--- config.mk ---
export PLATFORM = sky130hd
export DESIGN_NAME = tick_counter
export DESIGN_NICKNAME = d
export VERILOG_FILES = /design/src/hw/mmio_types_pkg.sv /design/src/hw/tick_counter.sv
export SDC_FILE = /design/constraint.sdc
export NUM_CORES = 1
export LEC_CHECK = 0
export ABC_AREA = 1
export BUFFER_PORTS_ARGS = -buffer_cell sky130_fd_sc_hd__buf_2
export CAP_MARGIN = 15
export CORE_UTILIZATION = 52
export CTS_BUF_LIST = sky130_fd_sc_hd__clkbuf_2 sky130_fd_sc_hd__clkbuf_4 sky130_fd_sc_hd__clkbuf_8
export DETAILED_ROUTE_END_ITERATION = 10
export PLACE_DENSITY = 0.74
export SYNTH_ARGS = -nofsm -noshare
export SYNTH_HDL_FRONTEND = slang
export SYNTH_SLANG_ARGS = --single-unit
--- constraint.sdc ---
create_clock -name clk -period 1.7 [get_ports clk]
set_clock_uncertainty 0.2 [all_clocks]
set_input_delay 0.17 -clock clk [delete_from_list [all_inputs] [get_ports clk]]
set_output_delay 0.17 -clock clk [all_outputs]
set_load 0.02 [all_outputs]
--- src/hw/mmio_types_pkg.sv ---
`default_nettype none

// widths shared by the mmio block and its targets
package mmio_types_pkg;

    // cpu data path
    parameter int data_width = 64;
    parameter int addr_width = 32;

    // peripheral widths
    parameter int kb_width   = 8;
    parameter int seg_width  = 32;
    parameter int led_width  = 16;
    parameter int swt_width  = 8;
    parameter int tick_width = 32;

    // write data type from the cpu store
    // lanes picked by addr[2:0], data taken from the low lanes
    typedef enum logic [1:0] {
        wdt_byte   = 2'd0,
        wdt_half   = 2'd1,
        wdt_word   = 2'd2,
        wdt_double = 2'd3
    } wdt_op_e;

endpackage

`default_nettype wire

--- src/hw/tick_counter.sv ---
`timescale 1ns/1ps
`default_nettype none

module tick_counter
    import mmio_types_pkg::*;
#(
    parameter int tick_div = 4
) (
    input  wire logic                  clk,
    input  wire logic                  reset,
    output logic      [tick_width-1:0] ticks
);

    localparam int div_w = (tick_div > 1) ? $clog2(tick_div) : 1;

    logic [div_w-1:0] prescale;
    logic             wrap;

    // last cycle of each tick period
    assign wrap = (prescale == div_w'(tick_div - 1));

    always_ff @(posedge clk) begin
        if (reset) begin
            prescale <= '0;
            ticks    <= '0;
        end else begin
            if (wrap) begin
                prescale <= '0;
                ticks    <= ticks + 1'b1;
            end else begin
                prescale <= prescale + 1'b1;
            end
        end
    end

endmodule

`default_nettype wire

======== Yosys cells after proc, flatten, opt, wreduce, memory -nomap -nowiden ========
Cells that the tools add are included.
W data, S select, Z words.
word-level totals
  register bits ........................... 34
  output and inout bits ................... 32
  word-level logic and storage cells ...... 6
cells by class
  add/subtract/negate cells ............... 2
  equality and inequality tests ........... 1
  reductions and logical operators ........ 1
operator list
  kind                     count
  $add A32 B1 Y32 const B  1
  $add A2 B1 Y2 const B    1
  $eq A2 B2 Y1 const B     1
  $reduce_or A2 Y1         1

======== Depth between registers and ports, before layout ========
Gate-level depths: netlist of the first run.
  depth after elaboration ................. 2
  depth in mapped cells ................... 10
  depth with buffers taken out ............ 9

======== Worst setup path after synthesis of the first run ========
OpenSTA, ideal clock, no wires.
  path type ............................... register to register
  start point ............................. reg ticks[0]
  end point ............................... reg ticks[26]
  setup time .............................. 0.115 ns
  data arrival time ....................... 1.408 ns
  required time ........................... 1.385 ns
  path slack .............................. -0.023 ns
  stages on the path, launching flop included .. 9
  buffers on the path ..................... 0
  clock period less this slack ............ 1.723 ns
  cell sequence ........................... dfxtp_1 ha_1 nand2_4 nor2_8 nand2_4 nor2_1 nand4_1 nand2_1 nor2_1
on the way
  word-level cells in the longest chain between the ends .. 1
RTL lines
  item                    RTL line            source
  from (decl)             tick_counter.sv:11  output logic [tick_width-1:0] ticks
  from (signal assigned)  tick_counter.sv:29  ticks <= ticks + 1'b1;
  $add A32 B1 Y32         tick_counter.sv:29
Every way passes these cells.
A chain may end at the register's enable or synchronous reset.

======== Final worst setup path of the first run ========
  start point ............................. reg ticks[14]
  end point ............................... reg ticks[31]
Same word-level chain as after synthesis.

==> results of run 1 <==
## repair_timing
action,CTS,global route
endpoints found under the hold margin,6,0
setup buffers,0,1
hold buffers,1,0
gates resized for setup,1,5
endpoints found under the setup margin,1,18
pin swaps,0,1
## per-layer routing
layer | up-vias | part of all wire (%) | global-route usage (%)
met5 | - | 0 | 0
met4 | 0 | 3.0 | 11.05
met2 | 41 | 47 | 43.75
met1 | 906 | 46 | 31.25
met3 | 12 | 4.3 | 6.387
li1 | 972 | - | -
## worst min-delay path by stage
| stage | slack (ps) | cells past startpoint | start | end |
|---|---|---|---|---|
| floorplan | 120 | 2 | reset | ticks[16] |
| global placement | 210 | 1 | prescale[0] | prescale[0] |
| detailed placement | 220 | 1 | prescale[0] | prescale[0] |
| CTS | 240 | 1 | prescale[0] | prescale[0] |
| global route | 280 | 1 | prescale[0] | prescale[0] |
| finish | 260 | 1 | prescale[0] | prescale[0] |
## worst max-delay path: cells and delay by family, from the launching register on
family,cells,cell delay (ps)
AND/OR/NAND/NOR,7,870
flip-flops,1,430
## cell families (layout without fill, tap and decap cells)
kind of cell | count (synthesis) | count (layout) | synth area share, %
DFF | 34 | 34 | 35.79
AOI/OAI and AO/OA | 34 | 34 | 9.606
adders and majority gates | 2 | 2 | 1.316
and+or+nand+nor | 169 | 169 | 44.61
buffers and inverters | 37 | 83 | 7.763
xor gates and xnor gates | 2 | 2 | 0.9212
## sequential cells by signal, summed over array words and instances, names as in the netlist
register,cells
ticks,32
prescale,2
## synth_stat cells (all sizes together), types with 2 or more instances
| cell | number | share of area, % |
|---|---|---|
| a21oi | 20 | 5.3 |
| buf | 2 | 0.85 |
| clkbuf | 2 | 0.39 |
| dfxtp | 34 | 36 |
| ha | 2 | 1.3 |
| inv | 33 | 6.5 |
| nand2 | 75 | 17 |
| nand3 | 17 | 5.1 |
| nand4 | 8 | 2.6 |
| nor2 | 63 | 18 |
| nor3 | 4 | 1.1 |
| o21a | 5 | 2.0 |
| o21ai | 9 | 2.4 |
| xor2 | 2 | 0.92 |
## power by group through the flow
stage | clock network, mW | logic [mW] | registers [mW]
after floorplan | 0 | 0.0410 | 0.835
after global placement | 0 | 0.0665 | 0.828
after detailed placement | 0 | 0.0689 | 0.829
after CTS | 0.468 | 0.0714 | 0.811
after global routing | 0.504 | 0.0866 | 0.816
final | 0.464 | 0.0745 | 0.814
## metrics by stage
stage | power, mW | hold slack [ps] | instances | area, um2 | setup WS [ps]
CTS | 1.350 | 244.5 | 369 | 2227 | 50.86
finish | 1.353 | 256.8 | 370 | 2257 | 98.94
detailed placement | 0.8979 | 224.2 | 361 | 2162 | 20.23
global placement | 0.8948 | 212.5 | 361 | 2162 | 40.44
global route | 1.406 | 282.9 | 370 | 2257 | 6.037
floorplan | 0.8761 | 124.6 | 278 | 1903 | 47.72
## final cells by class
cell class | count | area [um2] | share of cell area, %
multi-input combinational | 207 | 1094 | 48.45
clock buffer | 7 | 52.55 | 2.328
inverter | 33 | 127.6 | 5.654
tap | 46 | 57.56 | 2.550
sequential | 34 | 683.2 | 30.27
timing repair buffer | 43 | 242.7 | 10.75
==> flow_summary_export.csv, run 1 <==
group,metric,value,unit
run_status,status,"finished clean",
synthesis,syn_nets,282,
clock_network,cts_tree,"yes",
synthesis,async_reset_ff_share,0,%
clock_network,cts.clk_slew.worst_paths,100,ps
critical_path,r2r_start,"ticks[14]",
critical_path,r2r_end,"ticks[31]",
critical_path,crit_path_cell_trace,"nand2_1 -> nor2_1 -> nand2_1 -> nor2_1 -> nand3_1 -> nand2_1 -> nor2_1",
route,post_drt_wl_per_cell,12.43,um
finish,drive_gt1_share,24.38,%
route,postRouteAntennaNets,0,
critical_path,worstPathArrival,1660,ps
synthesis,synth-main-ff-cell,"dfxtp_1",
sta,fmax,0.6246,GHz
route,viasPerCell,5.219,
synthesis,synth.avg_cell_area,6.841,um2
sta,layout_min_cycle_time,1601,ps
power,power.switching,0.3276,mW
critical_path,slowest_stage,"dfxtp_1",
synthesis,yosys_warnings,0,
critical_path,max_stage_delay,430,ps
synthesis,netlist-cell-type-count,23,
sta,tns,0,ps
global_route,grt_pass1_wl,7.900,mm
clock_network,h-tree-depth,2,
global_route,antenna_found_initial,0,
power,power_per_cell_area,599.5,mW/mm2
power,p_sw_share,24.21,%
worst_hold_path,hold_class,"reg -> reg",
synthesis,ys_ff_latch,34,
power,internal-power,1.025,mW
power,cellLeakagePower,1.062,nW
die,die-area,0.003903,mm2
die,die_w,62.48,um
die,core_area,0.003416,mm2
route,drc,0,
die,rows,21,
clock_network,cts_root_buf,"clkbuf_4",
route,drtIter0Drc,113,
finish,most-common-layout-cells,"nand2_1 (65), nor2_1 (48), buf_2 (33)",
power,p_comb_share,5.5,%
placed_design,gp_congestion,0.8954,
clock_network,cts_buffers,5,
sta,worst_pin_slew,389.8,ps
critical_path,critPathMaxFanout,5,
finish,post-route-util,66.08,%
critical_path,reg2reg_depth,7,
critical_path,rrSetupSlack,100,ps
run,drv_cap,0,
finish,final_common_cell,"nand2_1",
power,seqPwrFrac,60.2,%
global_route,grt_pass1_vias,1820,
synthesis,syn_area,0.001902,mm2
sta,grt_setup_unrepaired,"false",
finish,n_antenna_cell,0,
critical_path,cp-startpoint,"ticks[14]",
critical_path,crit_required,1760,ps
route,wl,4.598,mm
synthesis,ys_seq_area_share,35.79,%
die,io_pins,34,
clock_network,clock_path_buffers,2,
power,worst_ir_drop_vdd,0.3897,mV
global_route,grt_max_degree,23,
sta,slew_headroom,73.96,%
sta,final_max_slew_viol_count,0,
finish,final_nets,328,
die,die_h,62.48,um
critical_path,crit_path_end_kind,"register",
placed_design,dp_hpwl,3.526,mm
route,first_pass_iters,4,
global_route,grtUsageTotal,25.97,%
finish,fillers,349,
critical_path,cp-endpoint,"ticks[31]",
placed_design,portBuffers,33,
synthesis,syn_inst,278,
sta,hold_viol,0,
finish,syn2layout_area_growth,18.68,%
global_route,grt_overflow,0,
sta,setup_viol,0,
die,start_util,55.68,%
power,power_frac_clock,34.3,%
clock_network,clock-sinks,34,
clock_network,clk-insertion-delay-late,350,ps
route,vias,1931,
synthesis,synth-edff-count,0,
critical_path,worstSetupStartpointType,"register",
critical_path,crit_type,"reg -> reg",
sta,fin_crit_sh,94.18,%
No activity file was read; power rests on OpenSTA's default activity.
==> inputs of run 2 (changes only) <==
==> constraint.sdc (replaced) <==
create_clock -name clk -period 1.3 [get_ports clk]
set_clock_uncertainty 0.2 [all_clocks]
set_input_delay 0.13 -clock clk [delete_from_list [all_inputs] [get_ports clk]]
set_output_delay 0.13 -clock clk [all_outputs]
set_load 0.02 [all_outputs]
==> flow_summary_export.csv, run 2 (synthesized netlist as in run 1, its figures left out) <==
group,metric,value,unit
sta,setup_viol,30,
global_route,grt_max_degree,23,
critical_path,critPathMaxFanout,5,
route,met1_length,2.423,mm
sta,slew_headroom,81.75,%
clock_network,cts_buffers,5,
worst_hold_path,hold_class,"reg -> reg",
route,wl_met3,379,um
die,die_w,62.48,um
placed_design,gp_congestion,0.8577,
sta,final_max_slew_viol_count,0,
die,core_area,0.003416,mm2
sta,grt_setup_unrepaired,"true",
finish,final_nets,374,
finish,final_common_cell,"nand2_1",
sta,hold_viol,0,
route,drtIter0Drc,127,
route,postRouteAntennaNets,0,
finish,fillers,191,
sta,timing.final.ws_setup,-368.9,ps
critical_path,crit_type,"reg -> reg",
global_route,grt_overflow,0,
power,p_comb_share,7.0,%
finish,largest_reg_flops,32,
clock_network,clock-sinks,34,
global_route,grt_pass1_wl,9.301,mm
sta,worst_pin_slew,272.7,ps
critical_path,worstPathArrival,1690,ps
run_status,violations,"setup timing",
placed_design,dp_hpwl,3.752,mm
finish,most-common-layout-cells,"nand2_1 (62), nor2_1 (44), buf_6 (37)",
power,cellLeakagePower,1.375,nW
die,die_h,62.48,um
route,vias,2197,
sta,tns,-6696,ps
critical_path,cp-startpoint,"prescale[0]",
run_status,status,"complete, but fails checks",
clock_network,clock_path_buffers,2,
worst_hold_path,hp-start,"prescale[0]",
route,wl,6.092,mm
critical_path,r2r_start,"prescale[0]",
power,power_per_cell_area,603.9,mW/mm2
route,post_drt_wl_per_cell,14.64,um
route,drc,0,
clock_network,cts_root_buf,"clkbuf_4",
route,wl_met2,3.053,mm
clock_network,clk-insertion-delay-late,340,ps
sta,layout_min_cycle_time,1669,ps
power,worst_ir_drop_vdd,0.3695,mV
finish,post-route-util,86.74,%
critical_path,worstSetupStartpointType,"register",
global_route,grt_pass1_vias,2088,
die,io_pins,34,
finish,n_antenna_cell,0,
power,internal-power,1.353,mW
finish,syn2layout_area_growth,55.79,%
critical_path,crit_required,1320,ps
route,viasPerCell,5.281,
sta,fin_crit_sh,128.4,%
run,drv_cap,0,
finish,top_regs,"ticks (32), prescale (2)",
power,p_sw_share,24.38,%
clock_network,cts.clk_slew.worst_paths,100,ps
critical_path,crit_path_end_kind,"register",
clock_network,h-tree-depth,2,
sta,fmax,0.5992,GHz
finish,drive_gt1_share,47.30,%
power,power_frac_clock,33.8,%
route,first_pass_iters,4,
die,die-area,0.003903,mm2
power,power.switching,0.4361,mW
power,p_total,1.789,mW
clock_network,cts_tree,"yes",
route,routed.top_layer,"met4",
die,rows,21,
global_route,antenna_found_initial,0,
die,start_util,55.68,%
global_route,grtUsageTotal,30.43,%
power,seqPwrFrac,59.2,%
placed_design,portBuffers,33,
finish,top_register,"ticks",
-- run 2: per-layer routing --
metal | vias to the layer above | global-route usage [%]
met3 | 26 | 6.934
met1 | 1014 | 34.88
li1 | 1061 | -
met5 | - | 0
met2 | 96 | 52.85
met4 | 0 | 14.83
-- run 2: worst paths after layout --
check | endpoint | slack [ps] | cells past startpoint
setup reg to reg | ticks[11] | -370 | 7
hold / removal | prescale[0] | 250 | 1
setup / recovery | ticks[11] | -370 | 7
hold reg to reg | prescale[0] | 250 | 1
-- run 2: power by group through the flow --
stage                     clock network, mW  logic, mW  registers, mW
after floorplan                           0     0.0551           1.09
after global placement                    0     0.0953           1.08
after detailed placement                  0     0.0960           1.08
after CTS                             0.611      0.114           1.06
after global routing                  0.644      0.135           1.06
final                                 0.604      0.125           1.06
-- run 2: final cells by class --
| cell class | count | area, um2 | share of cell area [%] |
|---|---|---|---|
| multi-input combinational | 207 | 1207 | 40.75 |
| timing repair buffer | 89 | 787.0 | 26.56 |
| sequential | 34 | 734.5 | 24.79 |
| inverter | 33 | 123.9 | 4.181 |
| tap | 46 | 57.56 | 1.943 |
| clock buffer | 7 | 52.55 | 1.774 |
-- run 2: through the flow --
stage	area (um2)	setup WS (ps)	instances	hold WS, ps
after detailed placement	2474	-290.6	392	200.9
final	2963	-368.9	416	250.6
after global placement	2474	-267.5	392	194.4
after CTS	2760	-231.1	409	247.6
after floorplan	1969	-200.0	278	77.16
after global routing	2963	-452.1	416	265.8
-- run 2: repair_timing --
action | 4_1_cts | 5_1_grt
hold buffers | 1 | 0
pin swaps | 6 | 7
hold endpoints to repair | 7 | 0
setup buffers | 9 | 9
cloned | 0 | 0
endpoints found under the setup margin | 44 | 46
resized for setup | 46 | 46
-- run 2: critical path, stage by stage, from the launching register on --
cell and delay (ps):
dfxtp_2 370, ha_4 170, nand2_4 70, nor2_8 180, nand3_4 100, buf_4 150
o21ai_0 210, a21oi_1 100
