**src/hw/mmio_types_pkg.sv**
```systemverilog
`default_nettype none

// widths shared by the mmio block and its targets
package mmio_types_pkg;

    // cpu data path
    parameter int data_width = 64;
    parameter int addr_width = 32;

    // peripheral widths
    parameter int kb_width   = 8;
    parameter int seg_width  = 32;
    parameter int led_width  = 16;
    parameter int swt_width  = 8;
    parameter int tick_width = 32;

    // write data type from the cpu store
    // lanes picked by addr[2:0], data taken from the low lanes
    typedef enum logic [1:0] {
        wdt_byte   = 2'd0,
        wdt_half   = 2'd1,
        wdt_word   = 2'd2,
        wdt_double = 2'd3
    } wdt_op_e;

endpackage

`default_nettype wire

```
**src/hw/mmio_map_pkg.sv**
```systemverilog
`default_nettype none

// address map of the io space
package mmio_map_pkg;

    import mmio_types_pkg::*;

    // data ram window
    parameter logic [addr_width-1:0] ram_base = 32'h8000_0000;
    parameter int unsigned           ram_len  = 4096;

    // keyboard scan code buffer
    parameter logic [addr_width-1:0] kbd_base = 32'h1000_0000;
    parameter int unsigned           kbd_len  = 8;

    // board peripherals, one doubleword each
    parameter logic [addr_width-1:0] swt_base = 32'h1000_0008;
    parameter logic [addr_width-1:0] seg_base = 32'h1000_0010;
    parameter logic [addr_width-1:0] led_base = 32'h1000_0018;
    parameter int unsigned           peri_len = 8;

    // tick counter used as rtc
    parameter logic [addr_width-1:0] rtc_base = 32'h1000_0020;
    parameter int unsigned           rtc_len  = 8;

    // serial port, writes dropped
    parameter logic [addr_width-1:0] serial_base = 32'h1000_0100;
    parameter int unsigned           serial_len  = 8;

endpackage

`default_nettype wire

```
**src/hw/mmio.sv**
```systemverilog
`timescale 1ns/1ps
`default_nettype none

module mmio
    import mmio_types_pkg::*, mmio_map_pkg::*;
#(
    parameter int ram_words = 512
) (
    input  wire logic                  clk,
    input  wire logic                  reset,
    input  wire logic [addr_width-1:0] mem_raddr,
    input  wire logic                  mem_ren,
    input  wire logic [addr_width-1:0] mem_waddr,
    input  wire logic                  mem_wen,
    input  wire logic [data_width-1:0] mem_wdata,
    input  wire logic [data_width-1:0] ram_rdata,
    input  wire logic [kb_width-1:0]   kb_rdata,
    input  wire logic                  kb_ready,
    input  wire logic [swt_width-1:0]  swt,
    input  wire logic [tick_width-1:0] ticks,
    output logic      [data_width-1:0] mem_rdata,
    output logic                       ram_wen,
    output logic                       sig_rd_kb,
    output logic      [seg_width-1:0]  seg_out,
    output logic      [led_width-1:0]  led_out,
    output logic                       addr_fault
);

    // physical ram size in bytes
    localparam int unsigned ram_bytes = ram_words * 8;

    // read target select
    typedef enum logic [2:0] {
        sel_none, sel_ram, sel_kbd, sel_swt, sel_rtc
    } rd_sel_e;

    rd_sel_e               rd_sel;
    logic [data_width-1:0] rd_data;
    logic                  wr_ram;
    logic                  wr_seg;
    logic                  wr_led;
    logic                  wr_serial;
    logic                  wr_mapped;

    // unsigned offset compare, no wrap past the top of the space
    function automatic logic in_win(input logic [addr_width-1:0] addr,
                                    input logic [addr_width-1:0] base,
                                    input int unsigned len);
        logic [addr_width-1:0] off;
        off = addr - base;
        return (addr >= base) && (off < addr_width'(len));
    endfunction

    // read decode
    always_comb begin
        if (in_win(mem_raddr, ram_base, ram_len) && in_win(mem_raddr, ram_base, ram_bytes)) begin
            rd_sel = sel_ram;
        end else if (in_win(mem_raddr, kbd_base, kbd_len)) begin
            rd_sel = sel_kbd;
        end else if (in_win(mem_raddr, swt_base, peri_len)) begin
            rd_sel = sel_swt;
        end else if (in_win(mem_raddr, rtc_base, rtc_len)) begin
            rd_sel = sel_rtc;
        end else begin
            rd_sel = sel_none;
        end
    end

    // read data mux, zero when not reading
    always_comb begin
        rd_data = '0;
        if (mem_ren) begin
            case (rd_sel)
                sel_ram: rd_data = ram_rdata;
                // empty buffer reads as zero
                sel_kbd: rd_data = kb_ready ? {{(data_width-kb_width){1'b0}}, kb_rdata} : '0;
                sel_swt: rd_data = {{(data_width-swt_width){1'b0}}, swt};
                sel_rtc: rd_data = {{(data_width-tick_width){1'b0}}, ticks};
                default: rd_data = '0;
            endcase
        end
    end

    // pop at the read edge, head captured at the same edge
    assign sig_rd_kb = mem_ren && (rd_sel == sel_kbd) && kb_ready;

    // write decode
    assign wr_ram    = in_win(mem_waddr, ram_base, ram_len) && in_win(mem_waddr, ram_base, ram_bytes);
    assign wr_seg    = in_win(mem_waddr, seg_base, peri_len);
    assign wr_led    = in_win(mem_waddr, led_base, peri_len);
    assign wr_serial = in_win(mem_waddr, serial_base, serial_len);
    // serial writes count as mapped
    assign wr_mapped = wr_ram || wr_seg || wr_led || wr_serial;

    assign ram_wen = mem_wen && wr_ram;

    // registered read data, seg and led registers, fault pulse
    always_ff @(posedge clk) begin
        if (reset) begin
            mem_rdata  <= '0;
            seg_out    <= '0;
            led_out    <= '0;
            addr_fault <= 1'b0;
        end else begin
            mem_rdata  <= rd_data;
            addr_fault <= (mem_ren && (rd_sel == sel_none)) || (mem_wen && !wr_mapped);
            if (mem_wen && wr_seg) begin
                // new byte enters at the low end
                seg_out <= {seg_out[seg_width-9:0], mem_wdata[7:0]};
            end
            if (mem_wen && wr_led) begin
                led_out <= mem_wdata[led_width-1:0];
            end
        end
    end

endmodule

`default_nettype wire

```
**config.mk**
```make
export PLATFORM = sky130hd
export DESIGN_NAME = mmio
export DESIGN_NICKNAME = d
export VERILOG_FILES = /design/src/hw/mmio_types_pkg.sv /design/src/hw/mmio_map_pkg.sv /design/src/hw/mmio.sv
export SDC_FILE = /design/constraint.sdc
export NUM_CORES = 1
export LEC_CHECK = 0
export ABC_AREA = 1
export BUFFER_PORTS_ARGS = -buffer_cell sky130_fd_sc_hd__buf_2
export CAP_MARGIN = 20
export CORE_AREA = 4 4 136 138
export CTS_BUF_LIST = sky130_fd_sc_hd__clkbuf_16
export DETAILED_ROUTE_END_ITERATION = 7
export DIE_AREA = 0 0 140 142
export PLACE_DENSITY_LB_ADDON = 0.08
export SYNTH_ARGS = -nofsm -noshare
export SYNTH_HDL_FRONTEND = slang
export SYNTH_SLANG_ARGS = --single-unit
```
**constraint.sdc**
```tcl
create_clock -name clk -period 2.98 [get_ports clk]
set_input_delay 0.149 -clock clk [delete_from_list [all_inputs] [get_ports clk]]
set_output_delay 0.149 -clock clk [all_outputs]
set_load 0.005 [all_outputs]
```
After elaboration in Yosys (flattened, before gate mapping)
Index checks and enable logic that the tools add are counted.
Widths: inputs -> output; s select.
{"block": "word_totals", "word_cells": 61, "input_bits": 245, "regBits": 113}
{"block": "op_classes", "magnitude_cmp": 16, "bitwise": 1, "n_eq_ne": 4, "n_reduce_logical": 22, "add_sub_neg": 8, "n_mux": 6}
{"operator": "$pmux 64 s4", "count": 1}
{"operator": "$ge 32x29->1 const B", "count": 6}
{"operator": "$lt 32x4->1 const B", "count": 6}
{"operator": "$sub 32x29->32 const B", "count": 6}
{"operator": "$ge 32x32->1 const B", "count": 2}
{"operator": "$lt 32x13->1 const B", "count": 2}
{"operator": "$sub 32x32->32 const B", "count": 2}
{"operator": "$logic_and 1x1->1", "count": 15}
{"operator": "$mux 3", "count": 4}
{"operator": "$mux 8", "count": 1}
{"operator": "$eq 3x2->1 const B", "count": 2}
{"operator": "$logic_or 1x1->1", "count": 4}
{"operator": "$eq 3x1->1 const B", "count": 1}
{"operator": "$eq 3x3->1 const B", "count": 1}
{"operator": "$logic_not 3->1", "count": 1}
{"operator": "$reduce_or 2->1", "count": 1}
{"operator": "$logic_not 1->1", "count": 1}
{"operator": "$not 1->1", "count": 1}

Depth between registers and ports, before layout
{"block": "logic_depth", "word_depth": 10, "depth_mapped": 19}

Worst setup path after synthesis
OpenSTA, ideal clock, no wires.
{"block": "synth_timing", "path_type": "input to register", "startpoint": "input port mem_raddr[5]", "endpoint": "register mem_rdata[22]", "t_arrival_ns": 1.906, "cell_stages": 15, "n_path_buf": 1, "setup_slack_ns": 1.011, "cell_sequence": "inv_1 ha_1 nand2_2 nor2_4 nand3_1 nand2_1 nand3_1 nor2_1 nand2_2 nor2_8 nand3_4 nand3_2 nand2_4 buf_4 nor2_1"}
{"block": "synth_via", "elab_chain_len": 9, "word_cells_on_any_way": 25, "classes_between": "4 x add/sub; 8 x order compare; 4 x eq/ne; 5 x mux; 4 x reduce/logical"}
{"item": "start, declared", "line_no": "mmio.sv:11", "text": "input wire logic [addr_width-1:0] mem_raddr,"}
{"item": "$sub 32x29->32", "line_no": "mmio.sv:50", "text": "off = addr - base;"}
{"item": "$lt 32x4->1", "line_no": "mmio.sv:51", "text": "return (addr >= base) && (off < addr_width'(len));"}
{"item": "$logic_and 1x1->1", "line_no": "mmio.sv:51"}
{"item": "$mux 3", "line_no": "mmio.sv:62", "text": "end else if (in_win(mem_raddr, rtc_base, rtc_len)) begin"}
{"item": "$mux 3", "line_no": "mmio.sv:60", "text": "end else if (in_win(mem_raddr, swt_base, peri_len)) begin"}
{"item": "$mux 3", "line_no": "mmio.sv:58", "text": "end else if (in_win(mem_raddr, kbd_base, kbd_len)) begin"}
{"item": "$mux 3 *", "line_no": "mmio.sv:56", "text": "if (in_win(mem_raddr, ram_base, ram_len) && in_win(mem_raddr, ram_base, ram_bytes)) begin"}
{"item": "$eq 3x3->1, or another cell as far along", "line_no": "mmio.sv:73", "text": "case (rd_sel)"}
{"item": "$pmux 64 s4 *", "line_no": "mmio.sv:73"}
{"item": "end signal, assigned", "line_no": "mmio.sv:105", "text": "mem_rdata <= rd_data;"}
{"item": "end, declared", "line_no": "mmio.sv:21", "text": "output logic [data_width-1:0] mem_rdata,"}
Mark *: on every way between the ends. The rest lies on a longest branch, timed or not.
A chain may end at the register's enable or synchronous reset.

Worst setup path after layout
{"block": "layout_timing", "startpoint": "input port mem_raddr[5]", "endpoint": "register mem_rdata[9]"}
Same word-level chain as after synthesis.

==> reports/qor.yml <==
hold_class: "in -> reg"
remaining_drc_errors: 0
postSynth.topFlopCell: "dfxtp_1"
holdCritStartpoint: "ticks[13]"
clock_sinks: 113
dp_worst_setup_slack_ps: 306
tritoncts: "yes"
setup_ws_ps: 645
critical_setup_path_class: "in -> reg"
syn_avg_cell_area_um2: 5.63
crit_family: "simple AND/OR/NAND/NOR gates"
synth.lib_cells_used.distinct: 40
reg2reg_depth: 4
leakage_uw: 0.00584
critPathMaxStageDelay_ps: 320
yosys.area_share.simple_pct: 52.1
drt.antenna.violating_nets: 0
diodes: 0
vdd_drop_max_mv: 0.365
cp_num_cells: 16
placement.io_buffers: 311
netSwitchingFraction_pct: 25.9
synth-adder-area-share_pct: 0.822
fillerInstances: 1705
share_of_power_burned_in_registers_pct: 37.8
grt_max_degree: 65
synth_warn: 0
post_synthesis_xor_xnor_area_fraction_pct: 1.04
netlist_area_mm2: 0.00761
seqCellArea_mm2: 0.00226
io-pin-count: 360
layout.cells.non_filler: 1967
clk_latency_ps: 410
beginning_of_the_worst_register_to_register_path: "seg_out[5]"
synth.area.mux_share_pct: 0
clock-skew-final_ps: 7.38
routed_via_density: 4.85
power_per_cell_area_mw_per_mm2: 376
ys_seq_area_share_pct: 29.7
synth_top_family_by_area: "simple AND/OR/NAND/NOR gates"
cp_data_arrival_time_ps: 2680
critical_path.startpoint: "mem_raddr[5]"
crit_fanout: 24
setup-violations-final: 0
multi_input_area_mm2: 0.00452
final-hold-violation-count: 0
global_route_wire_length_before_repair_um: 45300
start_util_pct: 44.3
post-route-period-util_pct: 78.4
worst-endpoint-required_ps: 3320
grt_pass1_vias: 8912
cp_cell_sequence: "buf_2 > inv_1 > ha_1 > nand2_2 > nor2_4 > nand3_1 > nand2_1 > nand3_1 > nor2_1 > nand2_2 > nor2_8 > inv_2 > nor2_4 > buf_4 > a21boi_0 > nor2_1"
core_area_mm2: 0.0172
max_clock_freq_mhz: 428
detail_route.first_pass.iterations: 5
layout-drive-gt1-share_pct: 22.5
synth_largest_area_cell: "dfxtp_1"
route.vias.total: 9540
finalCriticalPeriod_ps: 2340
worst_hold_path.num_cells: 3
fin_nets: 1979
timing_max_transition_violations_final: 0
area_growth_syn_to_layout_pct: 39.7
worst_setup_hold_path_clk_slew_ps: 60
power_share_of_the_combinational_group_pct: 13.5
yosys_register_bits: 113
total_clock_buffers_created_by_cts: 17
grt_antenna_before_repair: 1
critical_path_source_type: "input pin"
grt_usage_pct: 28.4
p_switching_uw: 1040
synth_most_common_cell: "nand2_1"
fp.dieH_um: 142
dieArea_mm2: 0.0199
finalWirelength_um: 29500
critical_path.slowest_cell: "ha_1"
synth_top_area_share_pct: 29.7
worstSetupEndpointType: "flop"
netlist_top_cells_count: "nand2_1 (443), nor2_1 (330), inv_1 (175)"
p_clk_share_pct: 48.6
grt_setup_unrepaired: "no"
gpl.final_weighted_congestion: 0.969
synthesis.instances: 1352
ys_async_sr_fraction_pct: 0
synth.area.top_cells: "dfxtp_1 (30%), nand2_1 (22%), nor2_1 (16%)"
synth-edff-count: 0
cap_viol_max_count: 0
routed_wire_length_per_instance_um: 15.0
fin_setup_tns_ps: 0
synth-compound-area-share_pct: 5.36
dp.cells: 1865
cts-htree-levels: 4
postSynthNetCount: 1602
max-slew-margin-rel_pct: 63.8
grt.overflow.total: 0
p_total_uw: 4000
cts.root.buffer_cell: "clkbuf_16"
outcome: "complete, no violations"
power.internal_uw: 2970
row_count: 48
tightest_slew_ps: 542
die_width_um: 140
detailedRoute.firstIterationViolations: 608
clock_path_buffers: 2
critPathBufInv: 4
dp.final_hpwl_um: 22800
-- cell usage in the layout (no fill, tap or decap), types with 2 or more instances in the layout --
cell,instances
nand4_1,20
o21ai_1,5
buf_2,311
clkbuf_16,17
nand2_1,443
clkinv_4,4
nand2_2,6
nor3_1,10
nand3b_1,5
a21boi_0,6
clkinvlp_4,3
inv_2,5
nor2_2,15
bufinv_16,2
clkinv_2,4
ha_1,5
o21ai_0,26
nor2_4,11
a21boi_1,19
inv_1,175
dfxtp_1,113
nand3_1,96
nor2_1,329
buf_4,7
clkinv_1,2
a21oi_1,7
xor2_1,8
dlygate4sd3_1,70
o21bai_1,2
-- worst reg2reg max path, delay by kind of cell (launching register included) --
family | cells | cell delay, ps
buf+inv | 1 | 50
flops | 1 | 360
simple gates | 3 | 190
-- per-stage QoR --
stage | area (um^2) | hold WS (ps) | util [%]
3_5_place_dp | 9370 | 381 | 54.5
2_1_floorplan | 7610 | 277 | -
5_1_grt | 10600 | 47.6 | 61.9
6_report | 10600 | 23.7 | 61.9
3_3_place_gp | 9370 | 375 | 54.5
4_1_cts | 10600 | 4.23 | 61.9
-- path summary, 6_finish.rpt --
check | endpoint | slack, ps
worst max-delay path | mem_rdata[9] | 640
worst min-delay path | mem_rdata[13] | 20
worst max register to register | seg_out[5] | 2310
worst min register to register | seg_out[9] | 500
-- area by class of cell --
cell class | instances | share of cell area [%]
clock buffers | 17 | 4.00
clock inverters | 15 | 1.36
inverters | 180 | 6.35
multi-input cells | 1028 | 42.5
flip-flops and latches | 113 | 21.3
well taps | 225 | 2.65
repair buffers | 389 | 21.9
-- sequential cells by signal, indices dropped and copies added (netlist names) --
signal      flops
addr_fault      1
led_out        16
mem_rdata      64
seg_out        32
-- cell families (layout without fill, tap and decap cells) --
logic type      Yosys count  after routing
fa+ha+maj                 5              5
flops                   113            113
xor+xnor                  9              9
simple gates            947            947
compound gates           67             67
buf+inv                 211            601
-- routing by layer --
layer	GRT usage, %	share of wire [%]	vias to the layer above
met5	0	0.044	-
met4	13.0	4.2	2
met3	7.22	7.6	83
met2	47.4	47	401
met1	34.6	41	4184
li1	-	-	4870
-- power by group through the flow --
stage                     clock network, uW  logic, uW  registers [uW]
after floorplan                           0        217            1550
after global placement                    0        453            1550
after detailed placement                  0        453            1550
after CTS                              1980        530            1510
after global routing                   2050        599            1510
final                                  1950        542            1510
-- timing repair --
item	CTS	global route
gates resized for setup	0	0
endpoints found under the hold margin	77	0
buffers inserted	0	0
hold buffers	70	0
Note: power is estimated with default switching activity, not from simulation.
