[config.mk]
export PLATFORM = sky130hd
export DESIGN_NAME = kbd_fifo
export DESIGN_NICKNAME = d
export VERILOG_FILES = /design/src/hw/mmio_types_pkg.sv /design/src/hw/kbd_fifo.sv
export SDC_FILE = /design/constraint.sdc
export NUM_CORES = 1
export LEC_CHECK = 0
export BUFFER_PORTS_ARGS = -buffer_cell sky130_fd_sc_hd__clkbuf_2
export CAP_MARGIN = 10
export CORE_ASPECT_RATIO = 0.9
export CORE_UTILIZATION = 45
export DETAILED_ROUTE_END_ITERATION = 7
export PLACE_DENSITY_LB_ADDON = 0.12
export SLEW_MARGIN = 30
export SYNTH_ARGS = -nofsm -noshare
export SYNTH_HDL_FRONTEND = slang
export SYNTH_SLANG_ARGS = --single-unit
[constraint.sdc]
create_clock -name clk -period 2.1 [get_ports clk]
set_input_delay 0.105 -clock clk [delete_from_list [all_inputs] [get_ports clk]]
set_output_delay 0.105 -clock clk [all_outputs]
set_load 0.02 [all_outputs]
[src/hw/mmio_types_pkg.sv]
`default_nettype none

// widths shared by the mmio block and its targets
package mmio_types_pkg;

    // cpu data path
    parameter int data_width = 64;
    parameter int addr_width = 32;

    // peripheral widths
    parameter int kb_width   = 8;
    parameter int seg_width  = 32;
    parameter int led_width  = 16;
    parameter int swt_width  = 8;
    parameter int tick_width = 32;

    // write data type from the cpu store
    // lanes picked by addr[2:0], data taken from the low lanes
    typedef enum logic [1:0] {
        wdt_byte   = 2'd0,
        wdt_half   = 2'd1,
        wdt_word   = 2'd2,
        wdt_double = 2'd3
    } wdt_op_e;

endpackage

`default_nettype wire

[src/hw/kbd_fifo.sv]
`timescale 1ns/1ps
`default_nettype none

module kbd_fifo
    import mmio_types_pkg::*;
#(
    parameter int kbd_depth = 4
) (
    input  wire logic                clk,
    input  wire logic                reset,
    input  wire logic [kb_width-1:0] kb_code,
    input  wire logic                kb_strobe,
    input  wire logic                sig_rd_kb,
    output logic      [kb_width-1:0] kb_rdata,
    output logic                     kb_ready
);

    localparam int ptr_w = (kbd_depth > 1) ? $clog2(kbd_depth) : 1;
    localparam int cnt_w = $clog2(kbd_depth + 1);

    // scan code storage
    logic [kb_width-1:0] buf_q [kbd_depth];

    logic [ptr_w-1:0] wr_ptr;
    logic [ptr_w-1:0] rd_ptr;
    logic [cnt_w-1:0] count;
    logic             full;
    logic             push;
    logic             pop;

    assign full     = (count == cnt_w'(kbd_depth));
    assign kb_ready = (count != '0);
    assign kb_rdata = buf_q[rd_ptr];

    // strobe into a full buffer is dropped
    assign push = kb_strobe && !full;
    assign pop  = sig_rd_kb && kb_ready;

    // pointers and fill level
    always_ff @(posedge clk) begin
        if (reset) begin
            wr_ptr <= '0;
            rd_ptr <= '0;
            count  <= '0;
        end else begin
            if (push) begin
                wr_ptr <= (wr_ptr == ptr_w'(kbd_depth - 1)) ? '0 : wr_ptr + 1'b1;
            end
            if (pop) begin
                rd_ptr <= (rd_ptr == ptr_w'(kbd_depth - 1)) ? '0 : rd_ptr + 1'b1;
            end
            // simultaneous push and pop keeps the count
            if (push && !pop) begin
                count <= count + 1'b1;
            end else if (pop && !push) begin
                count <= count - 1'b1;
            end
        end
    end

    // entry write
    always_ff @(posedge clk) begin
        if (push) begin
            buf_q[wr_ptr] <= kb_code;
        end
    end

endmodule

`default_nettype wire

After elaboration in Yosys (flattened, before gate mapping)
Memories as Yosys holds them, arrays and structs flattened. A register that Yosys moved wholly into a read port is not among the register bits.
Index checks and enable logic that the tools add are counted.

storage, ports and cells
  memories = 1
  word-level logic and storage cells = 28
  output and inout bits = 9
  memory bits (writable) = 32
  bits in latches = 0
  bits of input ports = 12
  register bits = 7
  ROM bits = 0

memory list
  name   depth  bits a word  read ports  clocked after memory_dff  wr ports  RTL line        RTL
  buf_q  4      8            1           1                         1         kbd_fifo.sv:22  logic [kb_width-1:0] buf_q [kbd_depth];

cells by class
  mux-type cells = 8
  $lt $le $gt $ge = 0
  bitwise logic cells = 0
  equal/unequal tests = 3
  divide/modulo/power cells = 0
  reductions and logical operators = 9
  $add $sub $neg = 4
  multipliers = 0
  shifts and indexed selects = 0

operator list
  cell                                              count
  2-to-1 mux 2 bit                                  4
  2-to-1 mux 3 bit                                  2
  adder 2 x 1 -> 2 bit, second input constant       2
  equality test 2 bit, second input constant        2
  logical AND 1 bit                                 4
  adder 3 x 1 -> 3 bit, second input constant       1
  equality test 3 bit, second input constant        1
  zero test 1 bit                                   3
  nonzero test 3 bit                                1
  subtractor 3 x 1 -> 3 bit, second input constant  1
  2-to-1 mux 1 bit                                  2
  nonzero test 2 bit                                1

Longest topological paths before layout
Gate-level depths: netlist of the first run.

  word-level depth = 7
  depth in mapped cells = 8
  mapped depth without buffers = 8

Worst setup path before layout of the first run
OpenSTA, ideal clock, no wires.

  kind = reg2reg
  from = register count[0]
  to = register count[2]
  cell stages (with the launch flop) = 9
  path buffers = 0
  path slack = 0.117 ns
  data required time = 2.030 ns
  period minus slack after synthesis = 1.983 ns
  arrival time = 1.913 ns
  library setup time = 0.070 ns
  cell sequence = dfxtp_1 > nor2_2 > a21boi_4 > ha_1 > inv_1 > fa_1 > xor2_1 > or3_1 > a21oi_1

on the way
  word-level cells in the longest chain between the ends = 6
  elaborated cells on any way between the ends = 14
  those cells by class = add/sub (2); eq/ne (1); mux (2); reduce/logical (9)

ends and longest elaborated chain
  element                       RTL line        RTL
  start: declaration            kbd_fifo.sv:26  logic [cnt_w-1:0] count;
  start signal: assignment      kbd_fifo.sv:54  count <= count + 1'b1;
  start signal: assignment      kbd_fifo.sv:56  count <= count - 1'b1;
  equality test 3 bit (*)       kbd_fifo.sv:31  assign full = (count == cnt_w'(kbd_depth));
  zero test 1 bit (*)           kbd_fifo.sv:36  assign push = kb_strobe && !full;
  logical AND 1 bit (*)         kbd_fifo.sv:36
  net push                      kbd_fifo.sv:28  logic push;
  zero test 1 bit               kbd_fifo.sv:55  end else if (pop && !push) begin
  logical AND 1 bit             kbd_fifo.sv:55
  nonzero test 2 bit (no line)  -

The timed path passes the listed nets; every way through them passes the cells marked *. The select of a mux whose other input is x is not followed.
A chain may end at the register's enable or synchronous reset.

Final worst setup path of the first run
  from = register count[1]
  to = register count[2]

on the way
  word-level cells in the longest chain between the ends = 6
  elaborated cells on any way between the ends = 14
  those cells by class = add/sub (2); eq/ne (1); mux (2); reduce/logical (9)

ends and longest elaborated chain
  element
  parallel branches: the longest is 6 deep, another holds subtractor 3 x 1 -> 3 bit

Parallel ways; which one is timed is not known. The select of a mux whose other input is x is not followed.

==> results of run 1 <==
cell families after synthesis:
group                    Yosys count  synth area share (%)
AO/OA/AOI/OAI                      5                  3.57
XOR/XNOR                           2                  1.06
adder cells (fa/ha/maj)            7                  5.78
buffers and inverters              6                  1.44
flip-flops                        41                  69.4
multiplexers                      12                  13.5
AND/OR/NAND/NOR                   16                  5.32
layout make-up:
class                      count  area share (%)
clock buffer                   6            3.77
inverter                       3           0.586
tap                           44            2.86
clock inverter                 2            1.76
timing repair buffer          23            6.38
multi-input combinational     42            25.1
sequential                    41            59.5
report_power, final:
| group | total [mW] | switching (mW) | internal (mW) |
|---|---|---|---|
| Sequential | 1.08 | 0.0834 | 1.00 |
| Combinational | 0.630 | 0.337 | 0.294 |
| Clock | 0.602 | 0.252 | 0.351 |
| Total | 2.32 | 0.672 | 1.65 |
stage by stage:
stage / setup TNS [ns] / cell area, um^2 / utilization [%] / instances / hold slack (ns)
after floorplan: 0 / 1650 / - / 89 / 0.204
after global placement: 0 / 1800 / 52.6 / 152 / 0.321
after detailed placement: 0 / 1800 / 52.6 / 152 / 0.325
after CTS: 0 / 1910 / 55.7 / 160 / 0.0177
after global routing: -0.00145 / 1920 / 56.1 / 161 / 0.0244
final: 0 / 1920 / 56.1 / 161 / 0.0231
final timing paths:
path	start	endpoint	slack, ns	depth (start not counted)
max	count[1]	count[2]	0.10	7
min	kb_code[2]	buf_q[0][2]	0.02	1
max reg2reg	count[1]	count[2]	0.10	7
min reg2reg	rd_ptr[0]	rd_ptr[0]	0.50	2
state kept, by name, indices dropped and copies added, names as in the netlist, named ones only:
register and count:
buf_q 32, count 3, rd_ptr 2, wr_ptr 2
timing repair:
| action | CTS | global route |
|---|---|---|
| endpoints found under the setup margin | 0 | 1 |
| resized for setup | 0 | 4 |
| setup buffers | 0 | 1 |
critical path: cells and delay by family (launching register included):
family	cells	cell delay, ns
fa+ha+maj	2	0.62
compound gates	2	0.42
flops	1	0.36
buf+inv	1	0.05
xor+xnor	1	0.16
simple gates	1	0.31
layout by cell type, fill, tap and decap left out:
| cell type | n |
|---|---|
| edfxtp_1 | 32 |
| clkbuf_2 | 20 |
| mux4_2 | 8 |
| dfxtp_1 | 6 |
| ha_1 | 5 |
| clkbuf_8 | 5 |
| and2_1 | 4 |
| nor2_1 | 4 |
| inv_1 | 3 |
| mux2i_1 | 3 |
| dfxtp_2 | 3 |
| buf_4 | 3 |
| xor2_1 | 2 |
| or3_1 | 2 |
| nand2b_1 | 2 |
| nor2_2 | 1 |
| a21boi_4 | 1 |
| o31ai_4 | 1 |
| or3_2 | 1 |
| nor3_1 | 1 |
| mux2_1 | 1 |
| nand2_1 | 1 |
| a21oi_2 | 1 |
| o21ai_0 | 1 |
| a21oi_1 | 1 |
| fa_1 | 1 |
| ha_2 | 1 |
| bufinv_16 | 1 |
| clkbuf_1 | 1 |
| clkinv_1 | 1 |
metal layers:
layer | wire [um] | GRT usage (%) | part of all wire, %
met1 | 1120 | 17.9 | 43
met2 | 1320 | 26.7 | 50
met3 | 108 | 3.46 | 4.1
met4 | 71 | 11.2 | 2.7
met5 | 0 | 0 | 0
==> impl_results.md, run 1 <==
- Routed Antenna Nets: 0
- First-pass GRT wire length: approximately 4000 um
- Post-route minimum period: 2.00 ns
- Yosys reg bits: 41
- Final Total Pwr: 2.32 mW
- Post-DP HPWL: 1820 um
- Final nets: about 140
- Area of the multi-input gates: 483 um^2
- Initial antenna violation count: 0
- Via/cell ratio: 5.12
- Worst Path Required: around 2.3 ns
- H-tree depth: 2
- Power Dens Cells: 1200 nW/um^2
- Largest net degree at the start of global routing: 13
- Sequential element share of the synthesized area: between 60% and 70%
- Vias: 824
- Clock Latency Late Sink: 0.29 ns
- Post-Syn Area: 1650 um^2
- Layout cells sized above 1: 39.3%
- Starting Density: 48.0%
- Maximum root-to-sink buffer count: 2
- Post-synthesis async set-or-reset flop share: 0%
- Gpl congestion: 0.772
- Share of the synthesized area in the top cell type: 58.4%
- CTS Buf Count: 5
- Height of the die: a little under 60 um
- PnR worst setup slack: 0.104 ns
- Worst path arrival time: 2.21 ns
- Post-CTS Hold Buffers: 0
- Clock transition at the registers of the reported paths: 0.07 ns
- CP max FO: 5
- Root buf cell: clkbuf_8
- Post-synth EDFFs: 32
- Crit-path cells: o31ai_4, ha_2, inv_1, fa_1, xor2_1, or3_1, a21oi_1
- Top cell type by total area after synthesis: edfxtp_1
- Total wire length: between 2000 and 3000 um
- Slowest CP cell: fa_1
- Main synth FF type: edfxtp_1
- Synth area leaders: edfxtp_1 (58%), dfxtp_1 (11%), mux4_2 (11%)
- Layout area overhead: 16.9%
- DR pass1 iterations: 4
- I/O pin cnt: 21
- Tot GR Track Use: between 10% and 20%
- Total die area: between 3000 and 4000 um^2
- Number of distinct library cells after synthesis: 25
- Die Width: 65.7 um
- Clk sinks: between 40 and 50
- Initial detailed-routing violation count: 19
- Final Hold Fails: 0
- Core area: between 3000 and 4000 um^2
- Leakage power: 0.710 nW
- MaxCap Viol Count: 0
- Remaining DRCs: 0
- Hold WC Path Type: in2reg
- Fill cell count: 265
- Antenna fix cells: 0
- Crit-path max cell delay: 0.38 ns
- Syn avg cell area: 18.5 um^2
- Synth Instances: 89
- Fmax: about 0.50 GHz
- WL/cell: 16.3 um
- Final Setup Violations: 0
- Post-synth top cells: edfxtp_1 (32), dfxtp_1 (9), mux4_2 (8), ha_1 (6)
- Top-count cell post-synth: edfxtp_1
- Register Area: 1140 um^2
- Site Rows: 20
- CTS tree: done
- Actual slew at the worst max-slew pin: approximately 0.45 ns
- Syn Nets: 108
- Ys Warns: 0
- Skew final: 0.00379 ns
- Rel. slew slack: 69.7%
- Startpoint types: flop
- Max IR drop VDD: 0.480 mV
- Critical path type: reg2reg
- CP Capture Type: flop
- I/O Buffers: 20
- Slew Viols, Final: 0
- Final worst path period share: 95.0%
- Pre-CTS WS: 0.0282 ns
- Status: finished clean
- Vias in the first global route: 838
- Total gr overflow: 0
Power figures use the tool's default switching activity.
==> run 2, diff against run 1 <==
--- a/config.mk
+++ b/config.mk
@@ -9,6 +9,7 @@
 export CAP_MARGIN = 10
 export CORE_ASPECT_RATIO = 0.9
 export CORE_UTILIZATION = 45
+export CTS_BUF_LIST = sky130_fd_sc_hd__clkbuf_8
 export DETAILED_ROUTE_END_ITERATION = 7
 export PLACE_DENSITY_LB_ADDON = 0.12
 export SLEW_MARGIN = 30
==> impl_results.md, run 2 (synthesis gave the netlist of run 1 again) <==
- CP Capture Type: flop
- Post-CTS Hold Buffers: 0
- Root buf cell: clkbuf_8
- H-tree depth: 2
- Routing usage on met3: 3.46%
- Final worst path period share: 95.0%
- Sum of buffers and inverters on the critical path: 1
- Total wire length: roughly 2600 um
- PnR worst setup slack: 0.105 ns
- Site Rows: 20
- Largest regs: buf_q (32), count (3)
- CP max FO: 5
- Leakage power: 0.714 nW
- Status: finished clean
- Total gr overflow: 0
- Fmax: 0.501 GHz
- MaxCap Viol Count: 0
- Global routing usage on met2: between 20% and 30%
- Critical path type: reg2reg
- Max IR drop VDD: around 0.48 mV
- Met1 Resource Use GR: between 15 and 20%
- Tot GR Track Use: 15.8%
- Maximum root-to-sink buffer count: 2
- Largest net degree at the start of global routing: 13
- Worst path arrival time: around 2.2 ns
- Final Cell Area: 1920 um^2
- Gpl congestion: ~0.77
- Antenna fix cells: 0
- Max FFs per register: 32
- Commonest non-fill, non-tap cell in the layout: edfxtp_1
- Vias: 824
- Height of the die: 59.4 um
- Vias in the first global route: 838
- Inst Count DP: 152
- Total die area: 3900 um^2
- Initial antenna violation count: 0
- Slew Viols, Final: 0
- Layout cells sized above 1: 39.3%
- Final Util: 56.1%
- Final Total Pwr: ~2.3 mW
- Slowest CP cell: fa_1
- First-pass GRT wire length: 4040 um
- GRT busiest layer: met2
- I/O Buffers: 20
- I/O pin cnt: 21
- WL/cell: between 15 and 20 um
- CTS Buf Count: 5
- Rel. slew slack: between 60% and 70%
- Hold Slack: 0.0233 ns
- Die Width: 65.7 um
- Most frequent cells in the layout: edfxtp_1 (32), clkbuf_2 (20), mux4_2 (8)
- Routed Antenna Nets: 0
- Final Setup Violations: 0
- Crit-path cells: o31ai_4, ha_2, inv_1, fa_1, xor2_1, or3_1, a21oi_1
- Skew final: ~0.0038 ns
- Clock Latency Late Sink: 0.29 ns
- Via/cell ratio: 5.12
- CTS tree: done
- DP Area: 1800 um^2
- Initial detailed-routing violation count: 19
- Top reg by flops: buf_q
- Worst Path Required: 2.32 ns
- Post-DP HPWL: 1820 um
- DR pass1 iterations: 4
- Layout area overhead: 16.9%
- Starting Density: 48.0%
- Crit-path max cell delay: 0.38 ns
- Post-route minimum period: ~2 ns
- Startpoint types: flop
- Core area: approximately 3400 um^2
- Final setup TNS: 0 ns
- Final nets: 135
- Remaining DRCs: 0
- Final std cells w/o fill: 161
- CP delay by family, top: adder cells
- Pre-CTS WS: 0.0282 ns
- Final Hold Fails: 0
- Actual slew at the worst max-slew pin: around 0.45 ns
- Hold WC Path Type: in2reg
- Clock transition at the registers of the reported paths: 0.07 ns
- Power Dens Cells: 1200 nW/um^2
- Clk sinks: 41
## run 2: final timing paths
kind	start	cells past startpoint	slack [ns]	to
min	kb_code[2]	1	0.02	buf_q[0][2]
min reg2reg	rd_ptr[0]	2	0.50	rd_ptr[0]
max	count[1]	7	0.10	count[2]
max reg2reg	count[1]	7	0.10	count[2]
## run 2: what timing repair did
| item | 4_1_cts | 5_1_grt |
|---|---|---|
| gates resized for setup | 0 | 4 |
| buffers inserted | 0 | 1 |
| endpoints found under the setup margin | 0 | 1 |
## run 2: layout make-up
type | count | area (um^2)
sequential | 41 | 1140
inverter | 3 | 11.3
clock inverter | 3 | 37.5
multi-input combinational | 42 | 483
fill | 265 | 1510
timing repair buffer | 23 | 123
clock buffer | 5 | 68.8
tap | 44 | 55.1
## run 2: report_power, final
part           leakage (nW)  total (mW)  switching (mW)  internal, mW
Sequential            0.368        1.08          0.0835          1.00
Combinational         0.289       0.630           0.337         0.294
Clock                0.0570       0.598           0.252         0.346
Total                 0.714        2.31           0.672          1.64
## run 2: worst reg2reg max path, cell delays in order, from the launching register on
cell and delay, ns:
dfxtp_2 0.36, o31ai_4 0.27, ha_2 0.24, inv_1 0.05
fa_1 0.38, xor2_1 0.16, or3_1 0.31, a21oi_1 0.15
## run 2: metal layers
metal / vias up / part of all wire (%)
li1: 394 / -
met5: - / 0
met4: 0 / 2.7
met3: 8 / 4.1
met2: 18 / 50
met1: 404 / 43
